File: config.mk
export PLATFORM = sky130hd
export DESIGN_NAME = laneAlu
export DESIGN_NICKNAME = d
export VERILOG_FILES = /design/src/regDefs_pkg.sv /design/src/laneOps_pkg.sv /design/src/laneAlu.sv
export VERILOG_INCLUDE_DIRS = /design/src
export SDC_FILE = /design/constraint.sdc
export NUM_CORES = 2
export LEC_CHECK = 0
export BUFFER_PORTS_ARGS = -buffer_cell sky130_fd_sc_hd__buf_2
export CORE_UTILIZATION = 40
export DETAILED_ROUTE_END_ITERATION = 7
export GPL_TIMING_DRIVEN = 1
export SLEW_MARGIN = 20
export SYNTH_ARGS = -nofsm -noshare
export SYNTH_HDL_FRONTEND = slang
export SYNTH_SLANG_ARGS = --single-unit
File: constraint.sdc
create_clock -name vclk -period 11.4
set_input_delay 0.57 -clock vclk [all_inputs]
set_output_delay 0.57 -clock vclk [all_outputs]
set_load 0.01 [all_outputs]
File: src/execCore_params.svh
// ~~~~~~~~~~~~~~~~~~~~~~~~~~~~~~
// Execute core widths
// Register id encodings for GPRs, specials, control values and pseudo ids
// ~~~~~~~~~~~~~~~~~~~~~~~~~~~~~~

`ifndef EXECCORE_PARAMS_SVH
`define EXECCORE_PARAMS_SVH

`define XLEN		64	// Register value width
`define REG_ID_W	6
`define IMM_W		33	// Top bit is the sign
`define CTRL_W		32

// Ids with the top bit clear name general registers
`define GR_DLR	6'd32
`define GR_DHR	6'd33
`define GR_PC	6'd34
`define GR_GBR	6'd35
`define GR_LR	6'd36
`define GR_SP	6'd47
`define GR_IMM	6'd62	// Lane immediate, sign extended
`define GR_ZZR	6'd63	// Reads zero, writes dropped

`endif

File: src/regDefs_pkg.sv
// ~~~~~~~~~~~~~~~~~~~~~~~~~~~~~~
// Register file types
// Ids, values, immediates, control and special register sets, write ports
// ~~~~~~~~~~~~~~~~~~~~~~~~~~~~~~

`include "execCore_params.svh"

package regDefs_pkg;

	typedef logic [`REG_ID_W-1:0] regId_t;
	typedef logic [`XLEN-1:0] regVal_t;
	typedef logic [`IMM_W-1:0] imm_t;

	// Control values, zero extended on read
	typedef struct packed {
		logic [`CTRL_W-1:0] pc;
		logic [`CTRL_W-1:0] gbr;
		logic [`CTRL_W-1:0] lr;
	} ctrlRegs_t;

	typedef struct packed {
		regVal_t dlr;
		regVal_t dhr;
		regVal_t sp;
	} sprVals_t;

	typedef struct packed {
		regId_t id;	// ZZR when lane does not write
		regVal_t value;
	} writePort_t;

	// Shared by EX1 forwarding and EX2 writeback
	typedef struct packed {
		writePort_t a;
		writePort_t b;
		writePort_t c;
	} wbBundle_t;

endpackage

File: src/laneOps_pkg.sv
// ~~~~~~~~~~~~~~~~~~~~~~~~~~~~~~
// Lane operation types
// ALU opcodes, issue bundle, EX1 operand bundle
// ~~~~~~~~~~~~~~~~~~~~~~~~~~~~~~

package laneOps_pkg;

	typedef enum logic [2:0] {
		ALU_MOV = 3'd0,	// Pass a through
		ALU_ADD = 3'd1,
		ALU_SUB = 3'd2,
		ALU_AND = 3'd3,
		ALU_OR  = 3'd4,
		ALU_XOR = 3'd5,
		ALU_SHL = 3'd6	// Shift by low bits of b
	} aluOp_t;

	// One lane as presented by issue
	typedef struct packed {
		aluOp_t op;
		regDefs_pkg::regId_t rs;
		regDefs_pkg::regId_t rt;
		regDefs_pkg::regId_t rn;
		regDefs_pkg::imm_t imm;
	} laneIssue_t;

	typedef struct packed {
		laneIssue_t a;
		laneIssue_t b;
		laneIssue_t c;
	} issueBundle_t;

	// Resolved operands for one lane in EX1
	typedef struct packed {
		aluOp_t op;
		regDefs_pkg::regVal_t aVal;
		regDefs_pkg::regVal_t bVal;
		regDefs_pkg::regId_t rn;
	} laneOperands_t;

	typedef struct packed {
		laneOperands_t a;
		laneOperands_t b;
		laneOperands_t c;
	} ex1Bundle_t;

endpackage

File: src/laneAlu.sv
// ~~~~~~~~~~~~~~~~~~~~~~~~~~~~~~
// Three-lane ALU
// EX1 operands in, writeback ports out
// ~~~~~~~~~~~~~~~~~~~~~~~~~~~~~~

`timescale 1ns/100ps
`include "execCore_params.svh"

module laneAlu (
	input  laneOps_pkg::ex1Bundle_t operands,
	output regDefs_pkg::wbBundle_t  results
);

	localparam int shiftW = $clog2(`XLEN);

	function automatic regDefs_pkg::writePort_t execLane(
			input laneOps_pkg::laneOperands_t opnd);
		regDefs_pkg::writePort_t res;
		res.id = opnd.rn;	// Destination rides along
		case (opnd.op)
			laneOps_pkg::ALU_MOV: res.value = opnd.aVal;
			laneOps_pkg::ALU_ADD: res.value = opnd.aVal + opnd.bVal;
			laneOps_pkg::ALU_SUB: res.value = opnd.aVal - opnd.bVal;
			laneOps_pkg::ALU_AND: res.value = opnd.aVal & opnd.bVal;
			laneOps_pkg::ALU_OR:  res.value = opnd.aVal | opnd.bVal;
			laneOps_pkg::ALU_XOR: res.value = opnd.aVal ^ opnd.bVal;
			laneOps_pkg::ALU_SHL: res.value = opnd.aVal << opnd.bVal[shiftW-1:0];
			default:              res.value = '0;	// Spare opcode
		endcase
		return res;
	endfunction

	assign results.a = execLane(operands.a);
	assign results.b = execLane(operands.b);
	assign results.c = execLane(operands.c);

endmodule

After elaboration in Yosys (flattened, before gate mapping)
Index checks and enable logic that the tools add are counted.

storage, ports and cells
  word-level logic and storage cells = 42
  output and inout bits = 210
  register bits after elaboration = 0
  bits of input ports = 411

cells by class
  reduce and logical (&&, ||, !) cells = 3
  eq/ne operators = 18
  bitwise gates (word level) = 9
  shifts and indexed selects = 3
  $add $sub $neg = 6
  mux-type cells = 3

operators with widths
  cell                number
  $pmux 64 s7         3
  $add 64x64->64      3
  $and 64x64->64      3
  $or 64x64->64       3
  $shl 64x6->64       3
  $sub 64x64->64      3
  $xor 64x64->64      3
  $eq 3x3->1 const B  9
  $eq 3x2->1 const B  6
  $eq 3x1->1 const B  3
  $logic_not 3->1     3

Logic depth before layout (Yosys ltp)
  depth in word-level cells = 2
  mapped depth = 26

Worst setup path after synthesis
No wires, ideal clock.

  path kind = input port to output port
  start point = input port operands[280] (netlist name)
  end point = output port results[201] (netlist name)
  data required time = 10.830 ns
  arrival = 5.512 ns
  setup slack = 5.318 ns
  stages = 25
  cells stage by stage = buf_2 -> buf_2 -> inv_1 -> ha_1 -> nand2b_1 -> nor4b_4 -> nand3_2 -> or3_4 -> nor4_4 -> nand3_2 -> or3_4 -> nor3_4 -> a31oi_1 -> xnor2_1 -> ha_1 -> clkbuf_1 -> a21o_1 -> a21o_1 -> a21oi_1 -> o21bai_1 -> a21o_1 -> a21o_1 -> a21o_1 -> o21a_1 -> o31ai_1

RTL lines
  what                line           RTL
  start: declaration  laneAlu.sv:10  input laneOps_pkg::ex1Bundle_t operands,
  end: declaration    laneAlu.sv:11  output regDefs_pkg::wbBundle_t results

==> impl_results.md <==
* Cell mode on critical path: a21oi_1
* Post-DR vias/cell at roughly 6.4
* VDD IR max at roughly 0.000025 V
* Pin count of the biggest net entering global routing at 81
* Worst-margin pin slew at approximately 1100 ps
* Hold Slack at 1140 ps
* Core area at around 0.094 sq mm
* P per Cell Area at a little over 60 mW/mm^2
* Top post-synthesis cells by area: ha_1 19%, mux4_2 10%, nand2_1 7.5%
* Mean Syn Cell Area at 6.89 sq um
* Unrepaired setup endpoints after global routing: false
* Initial antenna violation count at 52
* Syn_nets at about 6500
* Worst EP arrival at a little over 7000 ps
* Die H at 311 microns
* Vias in the first global route at between 40000 and 50000
* Fillers at between 10000 and 15000
* Slew Limit Fails at 0
* Total track usage at 0.365
* Metal-1 WL at between 70 and 80 mm
* Total Power at approximately 2.6 mW
* Post-CTS Setup Inserts at 0
* Family with the most delay on the worst path: simple AND/OR/NAND/NOR gates
* Top-area cell type share of the netlist area at 0.190
* Buf/Inv on CP at 4
* First-pass GRT wire length at between 200 and 300 mm
* Setup TNS at 0 ps
* Hold Fails Final Rpt at 0
* Flip-flop and latch count at 0
* CTS Hold Buffers Added at 0
* Cells after Synth at between 5000 and 6000
* Vias at 45700
* Max_slew headroom at 0.250
* Largest stage delay, worst path at roughly 530 ps
* Post-CTS Resized at 0
* Slowest CP cell: nor4b_4
* Initial DRC Count at about 5200
* DIE AREA at between 0.09 and 0.1 sq mm
* Max_cap viols at 0
* Final cell utilization of the core at 0.445
* Total length of routed met2 wires at between 80 and 90 mm
* Initial Utilization at 0.406
* Largest area contributor in the netlist: ha_1
* Layout cell share with drive strength beyond 1 at 0.159
* Io pins at roughly 620
* Nets at between 6000 and 7000
* Type of origin of the critical path: primary input
* # setup viols final at 0
* Leak at slightly below 20 nW
* Synth Cell Area at between 0.03 and 0.04 sq mm
* Port Buffers at ~590
* Routed wire length per instance at 26.5 microns
* Synthesis-to-layout area growth at 9.50%
* Gpl congestion at just over 1
* Crit-path cells: buf_2 > buf_4 > inv_2 > ha_1 > nand2b_1 > nor4b_4 > nand3_2 > or3_4 > nor4_4 > nand3_2 > or3_4 > nor3_4 > a21oi_1 > xnor2_1 > ha_1 > a21oi_1 > o21ai_0 > a21oi_1 > nand3_1 > nor3_1 > nor3_1 > o31a_1 > o31ai_1 > buf_2
* DRC violations left at 0
* Number of clock-tree buffers in the layout at 0
* Post-DP HPWL at approximately 150 mm
* Post-Route WL at approximately 190 mm
* Outcome: complete, no violations
* FF+latch area at 0 sq um
* Critical Path RT at about 11000 ps
* Pre-CTS setup slack at between 3000 and 4000 ps
* Critical path type: in -> out
* Final ANT Viol Nets at 0
* Detailed Routing Iterations Pass 1 at 8
* Endpoint type of the worst setup path: output pin
* Count of different cell masters after synthesis at 84
* Final Cycle Share at 0.669
* Top sig layer: met5
* Final WS setup at 3770 ps
* Tmin final at approximately 7600 ps
* Crit path max fanout at between 60 and 70
* Grt ovf at 0
* WL met3 at roughly 17 mm
* Seq/Total Area, Yosys at 0
* Die Wd at a little over 300 microns
* F_max at 131 MHz
* Row Count at around 110
* YS warnings at 0
* Worst min path class: in -> out
==> stage by stage <==
step	instance area (sq um)	std cells
2_1_floorplan	38100	5537
3_3_place_gp	41600	7055
3_5_place_dp	41600	7055
4_1_cts	41600	7055
5_1_grt	41700	7082
6_report	41700	7090
==> final timing paths <==
path	slack [ps]	startpoint	depth (start not counted)	end
worst max-delay path	3770	operands[281]	24	results[203]
worst min-delay path	1140	operands[139]	0	results[136]
==> synthesized netlist by cell type, types with 26 or more instances <==
cell      instances
a211oi_1         46
a21o_1          143
a21oi_1         456
a221o_1          63
a221oi_1         74
a22oi_1          85
a31oi_1          67
and2_1           26
and3_1           47
buf_1            67
clkbuf_1        285
ha_1            579
inv_1           427
mux2i_1         143
mux4_2          176
nand2_1         760
nand3_1          89
nand4_1          67
nor2_1          367
nor3_1           76
o211ai_1         97
o21a_1           28
o21ai_0         522
o21bai_1         40
o221ai_1         59
o22ai_1          27
o31ai_1          32
xnor2_1         271
xor2_1           76
==> cell families (layout without fill, tap and decap cells) <==
logic type	after synthesis	in the layout	share of synthesized area
xor+xnor	347	347	0.0797
compound gates	1875	1875	0.316
fa+ha+maj	582	582	0.192
buf+inv	822	1086	0.0837
simple gates	1579	1579	0.184
other cells	0	35	0
mux	332	332	0.145
==> per-layer routing <==
metal	GRT usage	up-vias
li1	-	20900
met1	0.472	21900
met3	0.0583	480
met2	0.583	2414
met4	0.192	28
met5	0	-
==> layout make-up <==
| class | instances | area (sq um) | share of cell area |
|---|---|---|---|
| multi-input cells | 4715 | 35000 | 0.839 |
| repair buffers | 651 | 3430 | 0.0822 |
| inverters | 435 | 1630 | 0.0391 |
| well taps | 1254 | 1570 | 0.0376 |
| diodes | 35 | 87.6 | 0.00210 |
==> power breakdown <==
group / internal, mW / switching, mW / total (mW)
registers: 0 / 0 / 0
logic: 0.934 / 1.64 / 2.57
clock network: 0.000000335 / 0 / 0.000000335
total: 0.934 / 1.64 / 2.57
==> cell usage in the layout, fill, tap and decap left out, drive strengths merged, types with 80 or more instances in the layout <==
| cell type | instances |
|---|---|
| a21o | 143 |
| a21oi | 456 |
| a22oi | 85 |
| buf | 651 |
| ha | 579 |
| inv | 432 |
| mux2i | 143 |
| mux4 | 176 |
| nand2 | 760 |
| nand3 | 92 |
| nor2 | 368 |
| nor3 | 80 |
| o211ai | 97 |
| o21ai | 523 |
| xnor2 | 271 |
Power figures use the tool's default switching activity.
